--- src/gat_wload_defines.svh ---
// Fixed GAT slice sizes; F_OUT and F_IN must stay powers of two for the index typedefs
`ifndef GAT_WLOAD_DEFINES_SVH
`define GAT_WLOAD_DEFINES_SVH

// ==============================
// Data and bus widths
// ==============================

// Weight, attention and feature element width
`define GAT_DATA_W 8

// Word address width of the read-only Wishbone port
`define GAT_WB_ADR_W 8

// ==============================
// Layer shape
// ==============================

// Rows of W, one per input feature
`define GAT_F_IN 16

// Columns of W, one per output feature
`define GAT_F_OUT 4

// Attention vector holds a self half and a neighbour half
`define GAT_A_LEN (2 * `GAT_F_OUT)

// Weight image is W row-major followed by a
`define GAT_W_WORDS (`GAT_F_IN * `GAT_F_OUT)
`define GAT_IMG_WORDS (`GAT_W_WORDS + `GAT_A_LEN)

`endif

--- src/gat_data_pkg.sv ---
// Data types of the GAT slice; widths follow gat_wload_defines.svh
`default_nettype none

`include "gat_wload_defines.svh"

package gat_data_pkg;

  // Signed weight or attention element
  typedef logic signed [`GAT_DATA_W-1:0] wgt_t;
  // Signed feature element
  typedef logic signed [`GAT_DATA_W-1:0] feat_t;

  typedef logic [`GAT_WB_ADR_W-1:0] wb_adr_t;

  // Indices into W and a
  typedef logic [$clog2(`GAT_F_IN)-1:0] row_idx_t;
  typedef logic [$clog2(`GAT_F_OUT)-1:0] col_idx_t;
  typedef logic [$clog2(`GAT_A_LEN)-1:0] a_idx_t;

  // 16 products of 8-bit operands fit in 20 bits
  typedef logic signed [19:0] wh_t;
  typedef logic signed [31:0] score_t;

endpackage

`default_nettype wire

--- src/col_bank.sv ---
// One W column, written once per load; read data lags rd_row by one cycle
`timescale 1ns/1ps
`default_nettype none

`include "gat_wload_defines.svh"

module col_bank (
  input  logic                   clk,
  input  logic                   we,
  input  gat_data_pkg::row_idx_t wr_row,
  input  gat_data_pkg::wgt_t     wr_data,
  input  gat_data_pkg::row_idx_t rd_row,
  output gat_data_pkg::wgt_t     rd_data
);
  import gat_data_pkg::*;

  wgt_t mem [`GAT_F_IN];

  // Simple dual port, registered read
  always_ff @(posedge clk) begin
    if (we) begin
      mem[wr_row] <= wr_data;
    end
    rd_data <= mem[rd_row];
  end

endmodule

`default_nettype wire

--- src/w_loader.sv ---
// Expects the image in order W row-major then a; a start mid-load is not supported
`timescale 1ns/1ps
`default_nettype none

`include "gat_wload_defines.svh"

module w_loader (
  input  logic                                      clk,
  input  logic                                      rst_n,
  input  logic                                      start,
  input  logic                                      wgt_vld,
  input  gat_data_pkg::wgt_t                        wgt_data,
  input  gat_data_pkg::row_idx_t                    rd_row,
  output gat_data_pkg::wgt_t [`GAT_F_OUT-1:0]       rd_w,
  output gat_data_pkg::wgt_t [`GAT_A_LEN-1:0]       a_vec,
  output logic                                      loaded
);
  import gat_data_pkg::*;

  logic [$clog2(`GAT_IMG_WORDS + 1)-1:0] word_cnt;
  logic                                  in_matrix;
  logic                                  in_image;
  row_idx_t                              wr_row;
  col_idx_t                              wr_col;
  a_idx_t                                a_idx;
  logic [`GAT_F_OUT-1:0]                 bank_we;

  // ==============================
  // Word position in the image
  // ==============================
  assign in_image  = (word_cnt < `GAT_IMG_WORDS);
  assign in_matrix = (word_cnt < `GAT_W_WORDS);
  assign wr_col    = col_idx_t'(word_cnt % `GAT_F_OUT);
  assign wr_row    = row_idx_t'(word_cnt / `GAT_F_OUT);
  assign a_idx     = a_idx_t'(word_cnt - `GAT_W_WORDS);

  always_ff @(posedge clk or negedge rst_n) begin
    if (!rst_n) begin
      word_cnt <= '0;
      loaded   <= 1'b0;
    end else if (start) begin
      word_cnt <= '0;
      loaded   <= 1'b0;
    end else begin
      if (wgt_vld && in_image) begin
        word_cnt <= word_cnt + 1'b1;
      end
      if (!in_image) begin
        loaded <= 1'b1;
      end
    end
  end

  // ==============================
  // Column banks
  // ==============================
  for (genvar i = 0; i < `GAT_F_OUT; i++) begin : g_bank
    // Only the bank of the current column takes the word
    assign bank_we[i] = wgt_vld && in_matrix && (wr_col == col_idx_t'(i));

    col_bank u_col_bank (
      .clk     (clk),
      .we      (bank_we[i]),
      .wr_row  (wr_row),
      .wr_data (wgt_data),
      .rd_row  (rd_row),
      .rd_data (rd_w[i])
    );
  end

  // Attention vector, filled in order after the matrix
  always_ff @(posedge clk) begin
    if (wgt_vld && !in_matrix && in_image) begin
      a_vec[a_idx] <= wgt_data;
    end
  end

  a_no_word_when_loaded: assert property (@(posedge clk) disable iff (!rst_n)
    loaded |-> !wgt_vld);

endmodule

`default_nettype wire

--- config.mk ---
export PLATFORM = sky130hd
export DESIGN_NAME = w_loader
export DESIGN_NICKNAME = d
export VERILOG_FILES = /design/src/gat_data_pkg.sv /design/src/col_bank.sv /design/src/w_loader.sv
export VERILOG_INCLUDE_DIRS = /design/src
export SDC_FILE = /design/constraint.sdc
export NUM_CORES = 1
export LEC_CHECK = 0
export BUFFER_PORTS_ARGS = -buffer_cell sky130_fd_sc_hd__buf_2
export CORE_UTILIZATION = 55
export CTS_CLUSTER_SIZE = 8
export DETAILED_ROUTE_END_ITERATION = 8
export GPL_TIMING_DRIVEN = 0
export PLACE_DENSITY = 0.77
export SLEW_MARGIN = 20
export SYNTH_ARGS = -nofsm -noshare
export SYNTH_HDL_FRONTEND = slang
export SYNTH_SLANG_ARGS = --single-unit
--- constraint.sdc ---
create_clock -name clk -period 2 [get_ports clk]
set_clock_uncertainty 0.05 [all_clocks]
set_input_delay 0.1 -clock clk [delete_from_list [all_inputs] [get_ports clk]]
set_output_delay 0.1 -clock clk [all_outputs]
set_load 0.01 [all_outputs]
==> results.ini <==
[synthesis]
ys_ff_latch=616
synth_top_flop_cell=edfxtp_1
async_flop_share_pct=1.299
synth_top_area_share_pct=76.60
syn_avg_cell_area_um2=21.73
synth_edf_count=576
yosys-top-cells-area=edfxtp_1, mux4_2, dfxtp_1
seq_area_frac_synth_pct=80.33
synth_warnings=0
syn_area_um2=22580
postSynthCellCount=1039
yosysUniqueCellTypes=29
yosysTopAreaCell=edfxtp_1
mappedNetlistNets=1059

[floorplan]
core_um2=40100
die_area_um2=41870
die_y_um=204.6
die-width_um=204.6
initial_core_util_pct=56.31
io_pins=113
placementRows=73

[timing]
layout_setup_ws_ps=-29.79
drv_slew=0
timing.fmax_mhz=492.7
rsz0062_at_grt=yes
worstMarginPinSlew_ps=966.4
setup_viol=19
max_slew_margin_pct=35.58
tns_ps=-236.4
hold_viol=0
finalCritPeriodShare_pct=101.5
holdWs_ps=33.60
period_needed_ps=2030

[power_and_ir_drop]
pwr_density_cell_nw_per_um2=1033
total_power_mw=29.02
p_leak_nw=9.142
peakVddDrop_uv=790.6

[clock_tree]
clkLatencyLatePin_ps=620
cts_buffers=86
cts_tree=built
clk_pin_slew_worst_paths_ps=50
clkSinkCount=616
root_buffer=clkbuf_16
h-tree-depth=3
cts_max_path_buffers=3

[route]
vias=12065
wirelength_um=57130
ant_nets=0
drt_first_pass_iters=6
viasPerCell=6.357
wl_per_cell_um=30.10
drtIter0Drc=1663
drc=0

[outcome]
outcome=finished, violations left
violations=setup timing

[grt]
grtUsageTotal_pct=27.00
overflow=0
grt_pass1_vias=12295
grt.busiest_layer=met2
grt_use_met1_pct=35.48
antenna_found_initial=0
grt_max_degree=73
grt_pass1_wl_um=80140
grt_use_met2_pct=44.47
met3_usage_pct=5.727

[layout]
final_common_cell=edfxtp_1
fin_nets=1321
fin_util_pct=70.05
final_cells=1898
areaGrowthSynthToFinish_pct=24.40
multi_input_area_um2=4856
layout-drive-gt1-share_pct=37.83
seq_area_um2=18140
n_fill_cell=2170
final_area_um2=28090
final_cell_mix=edfxtp_1, mux4_2, buf_2

[setup_path]
cp_slowest_cell=dfrtp_1
max_stage_delay_ps=510
crit_type=flop to flop
cp_max_fo=10
cp-end-kind=flop
start_kind=flop
crit_chain=clkbuf_4 -> nor2_4 -> nand2_2 -> nor2_4 -> buf_12
crit_top_cell=nor2_4
worstPathArrival_ps=2290
crit_required_ps=2260

[placement]
dp_slack_ps=-661.2
port_buffers=109
routabilityCongestion=0.8376
hpwl_um=28290
dp_cells=1673
place_area_um2=23810

[flow_run]
drv_cap=0

[min_path]
min_path_type=input port to flop

## layout make-up
type,count,area share (%)
multi-input combinational,367,17.29
sequential,616,64.58
buffer,53,1.149
inverter,3,0.04009
tap,525,2.339
clock buffer,155,8.735
antenna,1,0.008909
clock inverter,4,0.1514
timing repair buffer,174,5.710
## state kept, by name, indices dropped and copies added, names as in the netlist
register,cells
g_bank.u_col_bank.mem,512
a_vec,64
loaded,1
g_bank.u_col_bank.rd_data,32
word_cnt,7
## worst max-delay path, delay by kind of cell (launching register included)
family	cells	cell delay, ps
AND/OR/NAND/NOR	3	700
flip-flops	1	510
buffers and inverters	2	450
## worst paths after layout
kind                                   from                              to  slack [ps]  cells past startpoint
worst max-delay path            word_cnt[2]  g_bank[3].u_col_bank.mem[4][1]         -30                      5
worst min-delay path            wgt_data[7]                       a_vec[31]          30                      1
worst max register to register  word_cnt[2]  g_bank[3].u_col_bank.mem[4][1]         -30                      5
worst min register to register       loaded                          loaded         470                      2
max in group asynchronous             rst_n                     word_cnt[3]        1120                      3
min in group asynchronous             rst_n                     word_cnt[4]         440                      3
## what timing repair did
item,in CTS,in global routing
setup buffers,38,22
endpoints found under the hold margin,14,0
setup endpoints to repair,568,478
gates resized for setup,188,16
hold buffers,5,0
pin swaps,43,22
## cell families (layout without fill, tap and decap cells)
logic type | count (synthesis) | after routing | synth area share (%)
and+or+nand+nor | 159 | 159 | 2.948
AOI/OAI and AO/OA | 73 | 73 | 2.377
other | 0 | 1 | 0
muxes | 131 | 131 | 12.92
adders and majority gates | 4 | 4 | 0.2217
DFF | 616 | 616 | 80.33
buffers and inverters | 56 | 389 | 1.208
## layer usage
layer / part of all wire [%] / wire, um / vias to the layer above
met5: 0 / 0 / -
met4: 3.2 / 1853 / 0
met3: 11 / 6013 / 169
met2: 51 / 29120 / 881
met1: 35 / 20140 / 6177
li1: - / - / 4838
## Yosys cell counts, types with 4 or more instances
library cell,n
edfxtp_1,576
mux4_2,128
nor2_1,78
a22oi_1,64
nand2_1,48
dfxtp_1,32
clkbuf_1,26
buf_4,11
nor2b_1,10
buf_1,9
nand3_1,9
dfrtp_1,8
buf_2,5
ha_1,4
nand4_1,4
## where the power goes
group | total (mW) | switching [mW] | internal [mW] | leakage (nW)
registers | 14.2 | 0.0289 | 14.2 | 5.56
clock network | 13.6 | 5.36 | 8.21 | 1.18
logic | 1.22 | 0.788 | 0.429 | 2.40
(Power assumes the default switching activity.)
