$ cat src/gat_wload_defines.svh
// Fixed GAT slice sizes; F_OUT and F_IN must stay powers of two for the index typedefs
`ifndef GAT_WLOAD_DEFINES_SVH
`define GAT_WLOAD_DEFINES_SVH

// ==============================
// Data and bus widths
// ==============================

// Weight, attention and feature element width
`define GAT_DATA_W 8

// Word address width of the read-only Wishbone port
`define GAT_WB_ADR_W 8

// ==============================
// Layer shape
// ==============================

// Rows of W, one per input feature
`define GAT_F_IN 16

// Columns of W, one per output feature
`define GAT_F_OUT 4

// Attention vector holds a self half and a neighbour half
`define GAT_A_LEN (2 * `GAT_F_OUT)

// Weight image is W row-major followed by a
`define GAT_W_WORDS (`GAT_F_IN * `GAT_F_OUT)
`define GAT_IMG_WORDS (`GAT_W_WORDS + `GAT_A_LEN)

`endif

$ cat src/gat_ctrl_pkg.sv
// FSM encodings of the fetch unit and the projector; literals are prefixed per machine
`default_nettype none

package gat_ctrl_pkg;

  typedef enum logic [1:0] {
    FETCH_IDLE,
    FETCH_REQ,
    FETCH_DONE
  } fetch_state_e;

  typedef enum logic [1:0] {
    PROJ_IDLE,
    PROJ_ACCUM,
    PROJ_DRAIN,
    PROJ_HOLD
  } proj_state_e;

endpackage

`default_nettype wire

$ cat src/gat_data_pkg.sv
// Data types of the GAT slice; widths follow gat_wload_defines.svh
`default_nettype none

`include "gat_wload_defines.svh"

package gat_data_pkg;

  // Signed weight or attention element
  typedef logic signed [`GAT_DATA_W-1:0] wgt_t;
  // Signed feature element
  typedef logic signed [`GAT_DATA_W-1:0] feat_t;

  typedef logic [`GAT_WB_ADR_W-1:0] wb_adr_t;

  // Indices into W and a
  typedef logic [$clog2(`GAT_F_IN)-1:0] row_idx_t;
  typedef logic [$clog2(`GAT_F_OUT)-1:0] col_idx_t;
  typedef logic [$clog2(`GAT_A_LEN)-1:0] a_idx_t;

  // 16 products of 8-bit operands fit in 20 bits
  typedef logic signed [19:0] wh_t;
  typedef logic signed [31:0] score_t;

endpackage

`default_nettype wire

$ cat src/wh_projector.sv
// One node at a time, GAT_F_IN elements per node in row order; needs loaded before the first
`timescale 1ns/1ps
`default_nettype none

`include "gat_wload_defines.svh"

module wh_projector (
  input  logic                                 clk,
  input  logic                                 rst_n,
  input  logic                                 loaded,
  input  gat_data_pkg::wgt_t [`GAT_A_LEN-1:0]  a_vec,
  output gat_data_pkg::row_idx_t               rd_row,
  input  gat_data_pkg::wgt_t [`GAT_F_OUT-1:0]  rd_w,
  input  logic                                 feat_vld,
  input  gat_data_pkg::feat_t                  feat_data,
  output logic                                 feat_rdy,
  output logic                                 res_vld,
  output gat_data_pkg::wh_t [`GAT_F_OUT-1:0]   res_wh,
  output gat_data_pkg::score_t                 res_self,
  output gat_data_pkg::score_t                 res_neigh,
  input  logic                                 res_rdy
);
  import gat_data_pkg::*;
  import gat_ctrl_pkg::*;

  proj_state_e           state_q;
  row_idx_t              elem_cnt;
  logic                  feat_fire;
  logic                  last_elem;
  logic                  acc_en;
  logic                  score_en;
  feat_t                 feat_q;
  wh_t [`GAT_F_OUT-1:0]  acc;
  score_t                self_sum;
  score_t                neigh_sum;

  assign feat_rdy  = loaded && ((state_q == PROJ_IDLE) || (state_q == PROJ_ACCUM));
  assign feat_fire = feat_vld && feat_rdy;
  assign last_elem = (elem_cnt == row_idx_t'(`GAT_F_IN - 1));
  // Element index doubles as the bank row
  assign rd_row    = elem_cnt;
  assign res_wh    = acc;
  // Last accumulate has landed once the delayed valid is gone
  assign score_en  = (state_q == PROJ_DRAIN) && !acc_en;

  // ==============================
  // Attention partial scores
  // ==============================
  always_comb begin
    self_sum  = '0;
    neigh_sum = '0;
    for (int j = 0; j < `GAT_F_OUT; j++) begin
      self_sum  = self_sum + score_t'(a_vec[j]) * score_t'(acc[j]);
      neigh_sum = neigh_sum + score_t'(a_vec[`GAT_F_OUT + j]) * score_t'(acc[j]);
    end
  end

  always_ff @(posedge clk or negedge rst_n) begin
    if (!rst_n) begin
      state_q  <= PROJ_IDLE;
      elem_cnt <= '0;
      acc_en   <= 1'b0;
      res_vld  <= 1'b0;
      acc      <= '0;
    end else begin
      acc_en <= feat_fire;
      if (feat_fire) begin
        elem_cnt <= elem_cnt + 1'b1;
      end
      // Feature was delayed a cycle to meet the bank data
      if (acc_en) begin
        for (int j = 0; j < `GAT_F_OUT; j++) begin
          acc[j] <= acc[j] + wh_t'(feat_q) * wh_t'(rd_w[j]);
        end
      end
      case (state_q)
        PROJ_IDLE: begin
          if (feat_fire) begin
            state_q <= last_elem ? PROJ_DRAIN : PROJ_ACCUM;
          end
        end
        PROJ_ACCUM: begin
          if (feat_fire && last_elem) begin
            state_q <= PROJ_DRAIN;
          end
        end
        PROJ_DRAIN: begin
          if (score_en) begin
            res_vld <= 1'b1;
            state_q <= PROJ_HOLD;
          end
        end
        PROJ_HOLD: begin
          if (res_rdy) begin
            res_vld <= 1'b0;
            acc     <= '0;
            state_q <= PROJ_IDLE;
          end
        end
        default: state_q <= PROJ_IDLE;
      endcase
    end
  end

  always_ff @(posedge clk) begin
    if (feat_fire) begin
      feat_q <= feat_data;
    end
    if (score_en) begin
      res_self  <= self_sum;
      res_neigh <= neigh_sum;
    end
  end

  a_res_hold: assert property (@(posedge clk) disable iff (!rst_n)
    (res_vld && !res_rdy) |=> (res_vld && $stable(res_wh) && $stable(res_self)
                                && $stable(res_neigh)));

endmodule

`default_nettype wire
$ cat config.mk
export PLATFORM = sky130hd
export DESIGN_NAME = wh_projector
export DESIGN_NICKNAME = d
export VERILOG_FILES = /design/src/gat_ctrl_pkg.sv /design/src/gat_data_pkg.sv /design/src/wh_projector.sv
export VERILOG_INCLUDE_DIRS = /design/src
export SDC_FILE = /design/constraint.sdc
export NUM_CORES = 2
export LEC_CHECK = 0
export BUFFER_PORTS_ARGS = -buffer_cell sky130_fd_sc_hd__buf_2
export CAP_MARGIN = 40
export CORE_MARGIN = 4
export CORE_UTILIZATION = 45
export CTS_CLUSTER_DIAMETER = 40
export DETAILED_ROUTE_END_ITERATION = 8
export PLACE_DENSITY = 0.62
export SLEW_MARGIN = 10
export SYNTH_ARGS = -nofsm -noshare
export SYNTH_HDL_FRONTEND = slang
export SYNTH_SLANG_ARGS = --single-unit
$ cat constraint.sdc
create_clock -name clk -period 7.6 [get_ports clk]
set_clock_uncertainty 0.15 [all_clocks]
set_input_delay 0.38 -clock clk [delete_from_list [all_inputs] [get_ports clk]]
set_output_delay 0.38 -clock clk [all_outputs]
set_load 0.02 [all_outputs]
==> results.txt <==
The share of synthesized area in the top cell type comes to 0.528. TritonCTS built the clock tree. The largest buffer count on any clock path came out at 2. The placed cell area came out at 0.0727 mm². Once routing completed, OpenROAD measured the worst setup slack at -94.7 ps. The via count came out at 47.0k.

The multi-input gate area in the final layout came out at 0.0532 mm². The critical path arrival came out at 7840 ps. The die area came out at 0.151 mm².

Clock-pin slew was measured on the worst setup and hold paths at 80 ps. The synthesized area is 0.0653 mm². Clock tree synthesis selected as its root buffer the cell clkbuf_16. The synthesized design contains 70 enable-type register cells. The count of synthesis-stage warnings from yosys is 0. The fill cell instance count of the final layout came out at 13.5k. The fraction of synthesis flops using an asynchronous set or reset pin came out at 0.557. Broken down by cell family, the worst path's largest delay share belongs to adder cells. The setup violation total in the final timing report is 6. The number of cells traversed by the worst register-to-register path is 23.

The width of the die is 389 µm. The number of ports placed on the die boundary is 259. The routability-driven placement congestion ratio is 0.946. The largest total area in the synthesized netlist belongs to fa_1. The fraction of final layout cells sized beyond drive strength 1 came out at 0.143. For this run, design rule violations remaining after detail routing come to 0. Across the run, the number of max-cap violations was 0. The worst setup path is captured at a flip-flop.

The number of library cell types mapped by synthesis is 63. The number of global-route vias before repair is 51.5k. The count of placed standard cells in the final layout, fillers left out is 9444. The die boundary height is 389 µm. The post-synthesis net count came out at 9196. The number of pins with negative max-slew slack in the final report came to 0. The most frequent cell on the critical path is fa_1. Traced cell by cell, the critical path runs through buf_6, and2_1, fa_1, fa_1, fa_1, fa_1, fa_2, fa_1, fa_1, inv_1, fa_1, inv_2, ha_4, a21oi_2, o21ai_1, a211oi_2, buf_4, a21oi_4, a221o_2, a211o_1, a31o_1, a21oi_2, xnor2_1. The post-route standard cell area excluding fillers is 0.0746 mm². The achievable clock frequency came out at 130 MHz. The relative slew slack came out at 0.441.

The post-route minimum period is 7690 ps. In the post-synthesis netlist, the cell with the most instances is inv_1. The wire length reported by the detailed router came out at 209000 µm. Synthesis produced 6904 cells. The sequential fraction of the synthesis area is 0.0659. Of the available clock period, the critical path in the final layout requires 1.01. The number of iterations in the first detailed-routing pass came out at 6. The number of levels in the clock H-tree came out at 4. The net count reported at finish came out at 9805. After detailed routing, the average wire length per cell comes to 22.1 µm. The worst-margin pin slew came out at 839 ps. The number of clock sinks came out at 158.

Summing all flip-flop and latch instances after layout gives 0.00435 mm². The checks that failed: setup timing. For this run, the leading register cell type out of synthesis is dfrtp_1. Relative to the synthesized area, the layout overhead comes to 14.2%. The vias per cell came out at 4.98. Among all stages on the critical path, the largest delay is contributed by fa_1. The wire length of the first global-routing pass is 322000 µm. Sorting the synthesized cells by area gives the leading types as fa_1 53%, inv_1 11%, ha_1 8.8%. The initial antenna violation count was 21. The count of buffers inserted at the top-level ports came out at 258. Setup repair after global routing could not meet its margin everywhere. The worst setup path is launched from a flip-flop.

The largest fanout on the critical path is 6. Data on the critical path is required at its endpoint by 7750 ps. The first-iteration detailed-routing DRC count came out at 3267.

The run finished, with violations left. The number of antenna-violating nets in the routed design came out at 0. The class of the tightest hold or removal check is primary input to asynchronous set/reset pin. The number of cells on the critical path came out at 23. In this run the mean area of a mapped cell was 9.46 µm². The number of storage elements in the synthesis netlist came out at 158. The area of the core region came out at 0.144 mm².

The number of placed instances with taps included is 9349. The number of buffers added by the clock tree synthesis step is 17. For this configuration, the core starts out at a cell density of 0.454.

Together, buffers and inverters on the worst path number 4. The final number of hold-violating endpoints is 0. In the synthesized netlist, the cells that appear most often are 1946 x inv_1, 1724 x fa_1, 969 x nand2_1. The floorplan has 139 rows. The remaining global-route overflow is 0. The setup path with the least slack is of type flip-flop to flip-flop.

The clock network latency to the later pin of the worst-skew pair is 560 ps. The delay of the slowest cell on the worst path is 620 ps. The placed wire-length estimate is 185000 µm.

The aggregate global-route resource usage is 0.287. The pin count of the biggest net entering global routing came out at 47.
stage by stage:
step,setup WS (ps),hold WS [ps],setup TNS (ps),util
6_report,-94.7,64.3,-265,0.518
5_1_grt,-344,58.4,-3190,0.518
4_1_cts,-60.3,28.9,-182,0.514
3_5_place_dp,-416,91.8,-4310,0.505
3_3_place_gp,-360,92.9,-3970,0.505
2_1_floorplan,24.5,-65.6,0,-
logic make-up (layout without fill, tap and decap cells):
group | Yosys count | count (layout) | synth area share
AO/OA/AOI/OAI | 282 | 282 | 0.0284
XOR/XNOR | 148 | 148 | 0.0198
adder cells (fa/ha/maj) | 2183 | 2183 | 0.616
buffers and inverters | 2241 | 2863 | 0.129
flip-flops | 158 | 158 | 0.0659
multiplexers | 60 | 60 | 0.00921
other | 0 | 15 | 0
AND/OR/NAND/NOR | 1832 | 1832 | 0.132
final timing paths:
kind                                  startpoint                     end  slack, ps
min in group clk                         res_rdy    res_wh[15]$_DFF_PN0_        150
max                         res_wh[25]$_DFF_PN0_  res_self[30]$_DFFE_PP_        -90
max in group asynchronous                  rst_n    res_wh[43]$_DFF_PN0_       5970
min reg2reg                rd_row[3]$_DFFE_PN0P_   rd_row[3]$_DFFE_PN0P_        380
min                                        rst_n    res_wh[77]$_DFF_PN0_         60
max reg2reg                 res_wh[25]$_DFF_PN0_  res_self[30]$_DFFE_PP_        -90
worst reg2reg max path: stages, from the launching register on:
cell and delay, ps:
dfrtp_2 480, buf_6 160, and2_1 170, fa_1 520
fa_1 460, fa_1 540, fa_1 620, fa_2 500
fa_1 530, fa_1 540, inv_1 50, fa_1 490
inv_2 50, ha_4 270, a21oi_2 120, o21ai_1 80
a211oi_2 190, buf_4 180, a21oi_4 80, a221o_2 460
a211o_1 350, a31o_1 230, a21oi_2 150, xnor2_1 80
area by class of cell:
type                    instances  area share
flip-flops and latches        158      0.0583
multi-input cells            4505       0.713
clock inverters                15     0.00267
diodes                         15    0.000503
well taps                    1903      0.0319
inverters                    1947      0.0983
repair buffers                884      0.0896
clock buffers                  17     0.00570
repair_timing:
item,in CTS,in global routing
hold buffers,10,0
hold endpoints to repair,20,0
cloned,0,2
buffers inserted,19,20
resized for setup,120,79
setup endpoints to repair,22,24
pin swaps,52,85
cells in the final DEF (no fill, tap or decap), types with 36 or more instances in the layout:
master	count
inv_1	1928
edfxtp_1	70
nor2_1	147
buf_12	42
buf_4	548
nor2b_1	41
xnor2_1	112
nand2_1	965
and2_1	518
mux2i_1	59
buf_2	258
fa_2	36
nand2b_1	51
a21oi_1	76
ha_1	447
dfrtp_1	54
fa_1	1688
sequential cells by signal, summed over array words and instances, names as in the netlist:
register / count
res_neigh: 31
acc_en: 1
state_q: 2
res_self: 31
feat_q: 8
res_wh: 80
res_vld: 1
rd_row: 4
metal layers:
| metal | vias to the layer above | part of all wire | track usage |
|---|---|---|---|
| met3 | 314 | 0.054 | 0.0379 |
| met5 | - | 0.00013 | 0 |
| met1 | 24400 | 0.39 | 0.371 |
| met4 | 4 | 0.058 | 0.133 |
| li1 | 20900 | - | - |
| met2 | 1466 | 0.49 | 0.483 |
Power is left out: the tool's default activity adds up to more than one toggle a clock period on the data nets, which glitch-free logic cannot reach.
