## src/gat_wload_defines.svh

```systemverilog
// Fixed GAT slice sizes; F_OUT and F_IN must stay powers of two for the index typedefs
`ifndef GAT_WLOAD_DEFINES_SVH
`define GAT_WLOAD_DEFINES_SVH

// ==============================
// Data and bus widths
// ==============================

// Weight, attention and feature element width
`define GAT_DATA_W 8

// Word address width of the read-only Wishbone port
`define GAT_WB_ADR_W 8

// ==============================
// Layer shape
// ==============================

// Rows of W, one per input feature
`define GAT_F_IN 16

// Columns of W, one per output feature
`define GAT_F_OUT 4

// Attention vector holds a self half and a neighbour half
`define GAT_A_LEN (2 * `GAT_F_OUT)

// Weight image is W row-major followed by a
`define GAT_W_WORDS (`GAT_F_IN * `GAT_F_OUT)
`define GAT_IMG_WORDS (`GAT_W_WORDS + `GAT_A_LEN)

`endif

```

## src/gat_ctrl_pkg.sv

```systemverilog
// FSM encodings of the fetch unit and the projector; literals are prefixed per machine
`default_nettype none

package gat_ctrl_pkg;

  typedef enum logic [1:0] {
    FETCH_IDLE,
    FETCH_REQ,
    FETCH_DONE
  } fetch_state_e;

  typedef enum logic [1:0] {
    PROJ_IDLE,
    PROJ_ACCUM,
    PROJ_DRAIN,
    PROJ_HOLD
  } proj_state_e;

endpackage

`default_nettype wire

```

## src/gat_data_pkg.sv

```systemverilog
// Data types of the GAT slice; widths follow gat_wload_defines.svh
`default_nettype none

`include "gat_wload_defines.svh"

package gat_data_pkg;

  // Signed weight or attention element
  typedef logic signed [`GAT_DATA_W-1:0] wgt_t;
  // Signed feature element
  typedef logic signed [`GAT_DATA_W-1:0] feat_t;

  typedef logic [`GAT_WB_ADR_W-1:0] wb_adr_t;

  // Indices into W and a
  typedef logic [$clog2(`GAT_F_IN)-1:0] row_idx_t;
  typedef logic [$clog2(`GAT_F_OUT)-1:0] col_idx_t;
  typedef logic [$clog2(`GAT_A_LEN)-1:0] a_idx_t;

  // 16 products of 8-bit operands fit in 20 bits
  typedef logic signed [19:0] wh_t;
  typedef logic signed [31:0] score_t;

endpackage

`default_nettype wire

```

## src/wgt_fetch.sv

```systemverilog
// Wishbone classic read master, one burst-free pass over the image per start
`timescale 1ns/1ps
`default_nettype none

`include "gat_wload_defines.svh"

module wgt_fetch (
  input  logic                  clk,
  input  logic                  rst_n,
  input  logic                  start,
  output logic                  wb_cyc,
  output logic                  wb_stb,
  output gat_data_pkg::wb_adr_t wb_adr,
  input  gat_data_pkg::wgt_t    wb_dat_i,
  input  logic                  wb_ack,
  output logic                  wgt_vld,
  output gat_data_pkg::wgt_t    wgt_data
);
  import gat_data_pkg::*;
  import gat_ctrl_pkg::*;

  fetch_state_e state_q;
  logic         last_adr;

  assign last_adr = (wb_adr == wb_adr_t'(`GAT_IMG_WORDS - 1));

  // ==============================
  // Bus FSM
  // ==============================
  always_ff @(posedge clk or negedge rst_n) begin
    if (!rst_n) begin
      state_q <= FETCH_IDLE;
      wb_cyc  <= 1'b0;
      wb_stb  <= 1'b0;
      wb_adr  <= '0;
      wgt_vld <= 1'b0;
    end else begin
      wgt_vld <= 1'b0;
      case (state_q)
        FETCH_IDLE, FETCH_DONE: begin
          if (start) begin
            state_q <= FETCH_REQ;
            wb_cyc  <= 1'b1;
            wb_stb  <= 1'b1;
            wb_adr  <= '0;
          end
        end
        FETCH_REQ: begin
          if (wb_ack) begin
            wgt_vld <= 1'b1;
            if (last_adr) begin
              // Cycle ends after the final word
              state_q <= FETCH_DONE;
              wb_cyc  <= 1'b0;
              wb_stb  <= 1'b0;
            end else begin
              wb_adr <= wb_adr + 1'b1;
            end
          end
        end
        default: state_q <= FETCH_IDLE;
      endcase
    end
  end

  // Word captured on the ack edge
  always_ff @(posedge clk) begin
    if (wb_stb && wb_ack) begin
      wgt_data <= wb_dat_i;
    end
  end

  a_stb_in_cyc: assert property (@(posedge clk) disable iff (!rst_n) wb_stb |-> wb_cyc);

  a_adr_hold: assert property (@(posedge clk) disable iff (!rst_n)
    (wb_stb && !wb_ack) |=> $stable(wb_adr));

endmodule

`default_nettype wire

```

## config.mk

```make
export PLATFORM = sky130hd
export DESIGN_NAME = wgt_fetch
export DESIGN_NICKNAME = d
export VERILOG_FILES = /design/src/gat_ctrl_pkg.sv /design/src/gat_data_pkg.sv /design/src/wgt_fetch.sv
export VERILOG_INCLUDE_DIRS = /design/src
export SDC_FILE = /design/constraint.sdc
export NUM_CORES = 1
export LEC_CHECK = 0
export BUFFER_PORTS_ARGS = -buffer_cell sky130_fd_sc_hd__buf_2
export CORE_MARGIN = 4
export CORE_UTILIZATION = 30
export DETAILED_ROUTE_END_ITERATION = 16
export PLACE_DENSITY_LB_ADDON = 0.1
export SETUP_SLACK_MARGIN = 0.15
export SYNTH_ARGS = -nofsm -noshare
export SYNTH_HDL_FRONTEND = slang
export SYNTH_SLANG_ARGS = --single-unit
```

## constraint.sdc

```tcl
create_clock -name clk -period 4.6 [get_ports clk]
set_input_delay 0.46 -clock clk [delete_from_list [all_inputs] [get_ports clk]]
set_output_delay 0.46 -clock clk [all_outputs]
set_load 0.03 [all_outputs]
```

==> run_results.csv, run 1 <==
group,metric,value,unit
critical_path,slowest_delay,0.47,ns
finish,post-route-util,39.1,%
floorplan,fp.dieArea,3830,um2
sta,drv_slew,0,
synthesis,mappedNetlistNets,85,
place,gp_congestion,0.784,
clocking,cts_hold_buffers,0,
synthesis,synth_cell_types,30,
outcome,status,"finished clean",
finish,area_growth,23.9,%
sta,worst_pin_slew,0.502,ns
finish,final_common_cell,"buf_2",
clocking,cts.sinks,20,
critical_path,worstPathArrival,1.84,ns
critical_path,reg2reg_depth,4,
power_and_ir_drop,cellLeakagePower,0.000482,uW
detailed_routing,drt-pass1-iter-count,4,
synthesis,postSynthAreaPerCell,12.1,um2
clocking,clk_latency,0.30,ns
sta,finalSetupTns,0,ns
synthesis,yosysSeqAreaShare,62.1,%
sta,finalCritPeriodShare,34.9,%
finish,drive_gt1_share,36.2,%
synthesis,synth-edff-count,8,
synthesis,netlist_area,871,um2
finish,final_nets,119,
hold_path,hp-class,"in -> async",
sta,fmax,622,MHz
synthesis,syn-instance-count,72,
clocking,cts-root-buf,"clkbuf_4",
place,portBuffers,30,
floorplan,io_pins,31,
synthesis,yosys_warnings,0,
sta,skew,0.00109,ns
grt,track_usage,10.8,%
power_and_ir_drop,ir_worst_vdd,311,uV
place,dp_hpwl,1380,um
clocking,htreeDepth,1,
synthesis,synth_seq_cells,20,
critical_path,crit_chain,"ha_1 -> a41o_2 -> o31a_1 -> a31oi_1",
critical_path,cp-start-kind,"register",
clocking,post_cts_buffers,0,
detailed_routing,first_iter_violations,15,
finish,antenna-diode-count,0,
critical_path,cp_top_family,"compound AO/OA/AOI/OAI gates",
floorplan,die_h,61.9,um
run,cap_viol_max_count,0,
critical_path,end_kind,"register",
detailed_routing,drtAntennaViolNets,0,
grt,grt_max_degree,13,
critical_path,critical_path.max_fanout,8,
floorplan,start_util,31.6,%
sta,fin_crit,1.61,ns
floorplan,core_area,2760,um2
sta,rsz0062_at_grt,"no",
grt,antenna_found_initial,0,
clocking,cts.repair.resized,0,
detailed_routing,drc,0,
floorplan,num_rows,19,
synthesis,async_flop_share,60.0,%
synthesis,synth-main-ff-cell,"dfrtp_1",
detailed_routing,detail_route.wl_per_cell,13.4,um
critical_path,cp_num_buf_inv,0,
critical_path,worstSetupPathType,"reg -> reg",
critical_path,crit_path_top_delay_cell,"dfrtp_1",
detailed_routing,drt-total-wl,1830,um
detailed_routing,viasPerCell,5.04,
clocking,cts_buffers,3,
power_and_ir_drop,powerDensity,638,nW/um2
clocking,cts.path.max_buffers,2,
critical_path,required,4.83,ns
critical_path,path_depth,4,
grt,grt_pass1_vias,628,
sta,setup_violations,0,
floorplan,die_w,61.9,um
grt,overflow,0,
sta,hold_viol,0,
sta,relSlewSlack,66.4,%
grt,grt_pass1_wl,2930,um
clocking,cts_tree,"done",
finish,layout_common_cells,"buf_2, dfrtp_1, nand3_1, edfxtp_1",
detailed_routing,vias,686,
clocking,clk_pin_slew,0.11,ns
-- final cells by class --
cell class / instances / area [um2]
Inverter: 6 / 22.5
Fill cell: 279 / 1680
Clock buffer: 3 / 22.5
Clock inverter: 1 / 3.75
Tap cell: 31 / 38.8
Multi-Input combinational cell: 45 / 300
Timing Repair Buffer: 30 / 150
Sequential cell: 20 / 541
-- synth_stat cells, types with 2 or more instances --
cell | count | area share [%]
a21oi_1 | 2 | 1.1
nand2_1 | 3 | 1.3
nand3_1 | 8 | 4.6
a21o_1 | 2 | 1.7
edfxtp_1 | 8 | 28
o21ai_0 | 6 | 3.4
o31a_1 | 3 | 3.0
inv_1 | 6 | 2.6
dfrtp_1 | 12 | 34
a31oi_1 | 2 | 1.4
-- power by group --
| group | leakage [uW] | internal, uW | switching, uW |
|---|---|---|---|
| Clock | 0.0000154 | 31.6 | 53.6 |
| Sequential | 0.000216 | 239 | 55.2 |
| Combinational | 0.000251 | 107 | 202 |
| Total | 0.000482 | 377 | 311 |
-- path summary, 6_finish.rpt --
kind / slack, ns / from / end
min in group clk: 0.33 / wb_dat_i[6] / wgt_data[6]
setup / recovery: 2.99 / wb_adr[0] / wb_adr[7]
setup reg to reg: 2.99 / wb_adr[0] / wb_adr[7]
max in group asynchronous: 4.36 / rst_n / wb_adr[6]
hold / removal: 0.02 / rst_n / wb_adr[3]
hold reg to reg: 0.53 / wb_stb / wb_stb
-- logic make-up after synthesis --
family	after synthesis	share of synthesized area, %
flip-flops	20	62.1
AND/OR/NAND/NOR	23	16.7
XOR/XNOR	1	1.01
adder cells (fa/ha/maj)	1	1.44
buffers and inverters	7	3.45
AO/OA/AOI/OAI	20	15.4
-- stage by stage --
stage	power, uW	std cells	setup WS, ns	area (um2)	hold WS, ns
after floorplan	521	72	2.97	871	0.164
after global placement	613	132	3.00	1050	0.364
after detailed placement	608	132	3.02	1050	0.362
after CTS	695	136	2.99	1080	0.0243
after global routing	746	136	2.90	1080	0.0229
final	688	136	2.99	1080	0.0208
-- flip-flops by register name, summed over array words and instances (netlist names) --
register	count
wb_stb	1
wgt_data	8
wb_adr	8
state_q	2
wgt_vld	1
-- worst register-to-register path: cells and delay by family, from the launching register on --
kind / cells / cell delay [ns]
AO/OA/AOI/OAI: 3 / 0.79
flip-flops: 1 / 0.47
adder cells (fa/ha/maj): 1 / 0.29
-- layer usage --
| layer | part of all wire (%) | GRT usage [%] | up-vias |
|---|---|---|---|
| li1 | - | - | 334 |
| met1 | 44 | 13.5 | 313 |
| met2 | 43 | 15.8 | 35 |
| met3 | 11 | 3.93 | 4 |
| met4 | 1.7 | 6.36 | 0 |
| met5 | 0 | 0 | - |
No activity file was read; power rests on OpenSTA's default activity.
==> run 2: changes to the inputs <==
Settings changed: ABC_AREA set to 1.
Clock period 4.6 ns to 1.3 ns, I/O delays scaled along.
==> run_results.csv, run 2 <==
group,metric,value,unit
power_and_ir_drop,cellLeakagePower,0.000752,uW
floorplan,io_pins,31,
sta,setup_violations,0,
finish,fin_cells,201,
critical_path,reg2reg_from,"wb_adr[1]",
grt,track_usage,12.2,%
sta,finalSetupTns,0,ns
sta,fin_crit,1.21,ns
finish,layout_common_cells,"buf_2, nand2_1, buf_6, buf_4, nand2_2",
clocking,clk_pin_slew,0.11,ns
critical_path,worstPathArrival,1.41,ns
finish,n_fill_cell,285,
synthesis,synth_area_leaders,"dfrtp_1, edfxtp_1, nand2_1, o21ai_2, nand2_2",
finish,reg_top3,"wb_adr x8, wgt_data x8, state_q x2",
critical_path,critical_path.max_fanout,8,
hold_path,hp-class,"in -> reg",
synthesis,yosysSeqAreaShare,55.2,%
sta,relSlewSlack,79.7,%
detailed_routing,detail_route.wl_per_cell,11.9,um
run,cap_viol_max_count,0,
clocking,cts.sinks,20,
synthesis,netlist_area,978,um2
clocking,cts_buffers,3,
finish,design_area,1630,um2
synthesis,syn-instance-count,95,
critical_path,worstSetupPathType,"reg -> reg",
place,dp_hpwl,1640,um
floorplan,core_area,3080,um2
finish,drive_gt1_share,59.2,%
grt,antenna_found_initial,0,
floorplan,start_util,31.8,%
critical_path,cp-start-kind,"register",
critical_path,cp_num_buf_inv,0,
clocking,clk_latency,0.30,ns
detailed_routing,drt-pass1-iter-count,2,
detailed_routing,drt-total-wl,2400,um
grt,overflow,0,
synthesis,synth-edff-count,8,
critical_path,r2r_end,"wb_adr[4]",
finish,multi_input_comb_area,463,um2
grt,grt_pass1_vias,932,
detailed_routing,vias,866,
clocking,cts_tree,"done",
finish,layout.area.seq,548,um2
critical_path,crit_path_top_delay_cell,"dfrtp_2",
synthesis,synth_top_area_cell,"dfrtp_1",
critical_path,end_kind,"register",
finish,final_common_cell,"buf_2",
place,place_area,1260,um2
critical_path,cp_top_family,"simple AND/OR/NAND/NOR gates",
detailed_routing,drc,0,
critical_path,crit_chain,"ha_4 -> nand2_4 -> nor2_4 -> nand3_4 -> nand2_8 -> o21ai_2",
synthesis,synth-main-ff-cell,"dfrtp_1",
finish,final_nets,171,
place,gp_congestion,0.744,
floorplan,die_w,65.1,um
sta,fmax,829,MHz
synthesis,mappedNetlistNets,108,
grt,grt_max_degree,13,
grt,grt_pass1_wl,4020,um
clocking,cts-root-buf,"clkbuf_4",
synthesis,synth_cell_types,20,
sta,rsz0062_at_grt,"yes",
power_and_ir_drop,ir_worst_vdd,711,uV
hold_path,hold_depth,2,
finish,area_growth,66.2,%
sta,worst_pin_slew,0.304,ns
floorplan,num_rows,20,
synthesis,async_flop_share,60.0,%
sta,hold_viol,0,
detailed_routing,viasPerCell,4.31,
critical_path,required,1.50,ns
place,portBuffers,30,
synthesis,yosysMostFrequentCell,"nand2_1",
outcome,status,"finished clean",
sta,finalCritPeriodShare,92.8,%
clocking,cts.path.max_buffers,2,
synthesis,yosys_warnings,0,
hold_path,holdPathEnd,"state_q[1]",
synthesis,netlist.area_leader.share,30.7,%
critical_path,r2r_setup_slack,0.09,ns
detailed_routing,first_iter_violations,20,
synthesis,ys_top_cells_by_count,"nand2_1, dfrtp_1, nand2_2",
critical_path,reg2reg_depth,6,
sta,drv_slew,0,
place,dp_cells,177,
detailed_routing,drtAntennaViolNets,0,
synthesis,synth_seq_cells,20,
critical_path,slowest_delay,0.40,ns
finish,antenna-diode-count,0,
floorplan,fp.dieArea,4240,um2
synthesis,postSynthAreaPerCell,10.3,um2
clocking,htreeDepth,1,
floorplan,die_h,65.1,um
hold_path,hp-start,"start",
sta,skew,0.00378,ns
power_and_ir_drop,powerDensity,1640,nW/um2
run 2: repair_timing:
| action | 4_1_cts | 5_1_grt |
|---|---|---|
| pin swaps | 3 | 4 |
| endpoints found under the hold margin | 20 | 0 |
| hold buffers | 9 | 0 |
| gates resized for setup | 23 | 16 |
| cloned | 1 | 0 |
| endpoints found under the setup margin | 16 | 18 |
| setup buffers | 3 | 7 |
run 2: final cells by class:
| type | instances | area share, % |
|---|---|---|
| sequential | 20 | 33.7 |
| timing repair buffer | 59 | 28.9 |
| multi-input combinational | 64 | 28.5 |
| tap | 44 | 3.38 |
| inverter | 10 | 2.31 |
| clock inverter | 1 | 1.85 |
| clock buffer | 3 | 1.38 |
run 2: how the worst max path moves through the flow:
stage                end  startpoint  cells after the start  slack [ns]
2_1_floorplan  wb_adr[5]   wb_adr[0]                      8       -0.09
3_3_place_gp   wb_adr[1]   wb_adr[1]                      7        0.05
3_5_place_dp   wb_adr[1]   wb_adr[1]                      7        0.02
4_1_cts        wb_adr[4]   wb_adr[1]                      6        0.08
5_1_grt           wb_stb   wb_adr[1]                      8        0.02
6_report       wb_adr[4]   wb_adr[1]                      6        0.09
run 2: cell families (layout without fill, tap and decap cells):
group | after synthesis | after routing | synth area share [%]
buffers and inverters | 12 | 73 | 6.65
adder cells (fa/ha/maj) | 1 | 1 | 1.28
AO/OA/AOI/OAI | 14 | 14 | 11.9
AND/OR/NAND/NOR | 48 | 49 | 24.9
flip-flops | 20 | 20 | 55.2
run 2: stage by stage:
stage	power (uW)	hold slack, ns	worst slack [ns]	util, %
after CTS	2520	0.0403	0.0800	49.4
after detailed placement	1800	0.0379	0.0191	40.9
after global placement	1780	0.0360	0.0488	40.9
after global routing	2820	0.0459	0.0206	52.8
final	2670	0.0459	0.0936	52.8
after floorplan	1460	-0.166	-0.0872	-
run 2: routing by layer:
layer	vias to the layer above	routed length, um	global-route usage, %
li1	441	-	-
met1	407	1150	15.9
met2	14	1120	20.4
met3	4	104	2.22
met4	0	25	3.89
met5	-	0	0
run 2: power by group:
| group | switching [uW] | internal, uW | total, uW |
|---|---|---|---|
| registers | 101 | 777 | 879 |
| logic | 644 | 636 | 1280 |
| clock network | 195 | 312 | 507 |
==> run 3: changes to the inputs <==
Settings changed: ABC_AREA 1 to not set, CORE_MARGIN 4 to 2, GPL_TIMING_DRIVEN set to 1.
==> run_results.csv, run 3 (synthesized netlist as in run 1, its figures left out) <==
group,metric,value,unit
outcome,status,"complete, but fails checks",
outcome,failed_checks,"setup timing",
clocking,cts_tree,"done",
critical_path,end_kind,"register",
clocking,cts.path.max_buffers,2,
sta,drv_slew,0,
floorplan,fp.dieArea,3350,um2
power_and_ir_drop,ir_worst_vdd,1500,uV
sta,finalCritPeriodShare,109,%
place,dp_hpwl,1620,um
clocking,cts-root-buf,"clkbuf_4",
grt,antenna_found_initial,0,
finish,reg_top3,"wb_adr x8, wgt_data x8, state_q x2",
place,gp_congestion,0.793,
finish,area_growth,71.0,%
detailed_routing,drc,0,
power_and_ir_drop,cellLeakagePower,0.000661,uW
power_and_ir_drop,power.share.combinational,59.8,%
clocking,clk_latency,0.31,ns
place,dp_slack,-0.118,ns
clocking,htreeDepth,1,
power_and_ir_drop,swShare,40.8,%
sta,timing.final.ws_setup,-0.112,ns
critical_path,cp-start-kind,"register",
floorplan,start_util,31.6,%
critical_path,required,1.51,ns
floorplan,die_w,57.9,um
hold_path,hp-class,"in -> reg",
finish,n_fill_cell,239,
finish,final_common_cell,"buf_2",
finish,fin_cells,168,
critical_path,worstSetupPathType,"reg -> reg",
finish,layout_common_cells,"buf_2, buf_6, buf_4, dlygate4sd3_1, edfxtp_1",
power_and_ir_drop,pwr-share-clk,9.5,%
detailed_routing,detail_route.wl_per_cell,13.6,um
grt,overflow,0,
finish,antenna-diode-count,0,
detailed_routing,drt-total-wl,2280,um
finish,drive_gt1_share,52.6,%
power_and_ir_drop,total_power,3290,uW
power_and_ir_drop,intPower,1950,uW
sta,worst_pin_slew,0.290,ns
detailed_routing,drt-pass1-iter-count,3,
place,dp_cells,148,
sta,setup_violations,10,
power_and_ir_drop,seqPwrFrac,30.7,%
critical_path,worstPathArrival,1.62,ns
sta,rsz0062_at_grt,"yes",
finish,final_nets,151,
clocking,cts_buffers,3,
finish,design_area,1490,um2
clocking,cts.sinks,20,
detailed_routing,viasPerCell,4.96,
grt,grt_max_degree,13,
sta,relSlewSlack,80.7,%
grt,grt_pass1_wl,3660,um
power_and_ir_drop,powerDensity,2210,nW/um2
clocking,clk_pin_slew,0.11,ns
detailed_routing,vias,833,
floorplan,core_area,2760,um2
floorplan,num_rows,19,
floorplan,io_pins,31,
detailed_routing,first_iter_violations,24,
power_and_ir_drop,p_sw,1340,uW
run,cap_viol_max_count,0,
grt,track_usage,14.9,%
sta,skew,0.00138,ns
floorplan,die_h,57.9,um
grt,grt_pass1_vias,844,
detailed_routing,drtAntennaViolNets,0,
critical_path,critical_path.max_fanout,7,
sta,fin_crit,1.41,ns
sta,hold_viol,0,
sta,fmax,708,MHz
place,portBuffers,30,
place,place_area,1220,um2
## run 3: routing by layer
layer | track usage, % | part of all wire (%) | vias up
met1 | 15.1 | 41 | 401
met2 | 27.6 | 51 | 25
met5 | 0 | 0 | -
li1 | - | - | 401
met4 | 8.64 | 1.8 | 0
met3 | 3.57 | 5.5 | 6
## run 3: area by class of cell
type                       count  area [um2]  area share (%)
multi-input combinational     45         355            23.9
timing repair buffer          62         498            33.4
clock inverter                 1        3.75           0.252
sequential                    20         548            36.8
clock buffer                   3        22.5            1.51
inverter                       6        22.5            1.51
tap                           31        38.8            2.61
## run 3: metrics by stage
step | TNS, ns | util [%] | hold WS, ns
final | -0.671 | 54.0 | 0.0460
after global routing | -1.32 | 54.0 | 0.0429
after CTS | -0.693 | 53.3 | 0.0499
after detailed placement | -0.471 | 44.4 | 0.0333
after global placement | -0.373 | 44.4 | 0.0304
after floorplan | -0.752 | - | -0.166
## run 3: repair_timing
| action | in CTS | in global routing |
|---|---|---|
| hold endpoints to repair | 20 | 0 |
| pin swaps | 3 | 4 |
| setup buffers | 6 | 1 |
| endpoints found under the setup margin | 18 | 18 |
| hold buffers | 9 | 0 |
| gates resized for setup | 27 | 3 |
## run 3: path summary, 6_finish.rpt
check,start,endpoint,slack [ns],cells after the start
worst max-delay path,wb_adr[5],wb_adr[1],-0.11,4
worst min-delay path,start,state_q[1],0.05,2
worst max register to register,wb_adr[5],wb_adr[1],-0.11,4
worst min register to register,wb_stb,wb_stb,0.53,1
max in group asynchronous,rst_n,wb_adr[1],0.84,2
min in group asynchronous,rst_n,state_q[1],0.22,2
## run 3: worst max-delay path, cell delays in order (launching register included)
cell and delay (ns):
dfrtp_2 0.44, nor4b_4 0.31, a41o_4 0.30, nand2_4 0.09
a31o_1 0.18
## run 3: power by group through the flow
stage,clock network [uW],logic (uW),registers [uW]
6_report,312,1970,1010
5_1_grt,350,2110,1030
4_1_cts,326,1900,1010
3_5_place_dp,0,1570,1000
3_3_place_gp,0,1550,1000
2_1_floorplan,0,593,1380
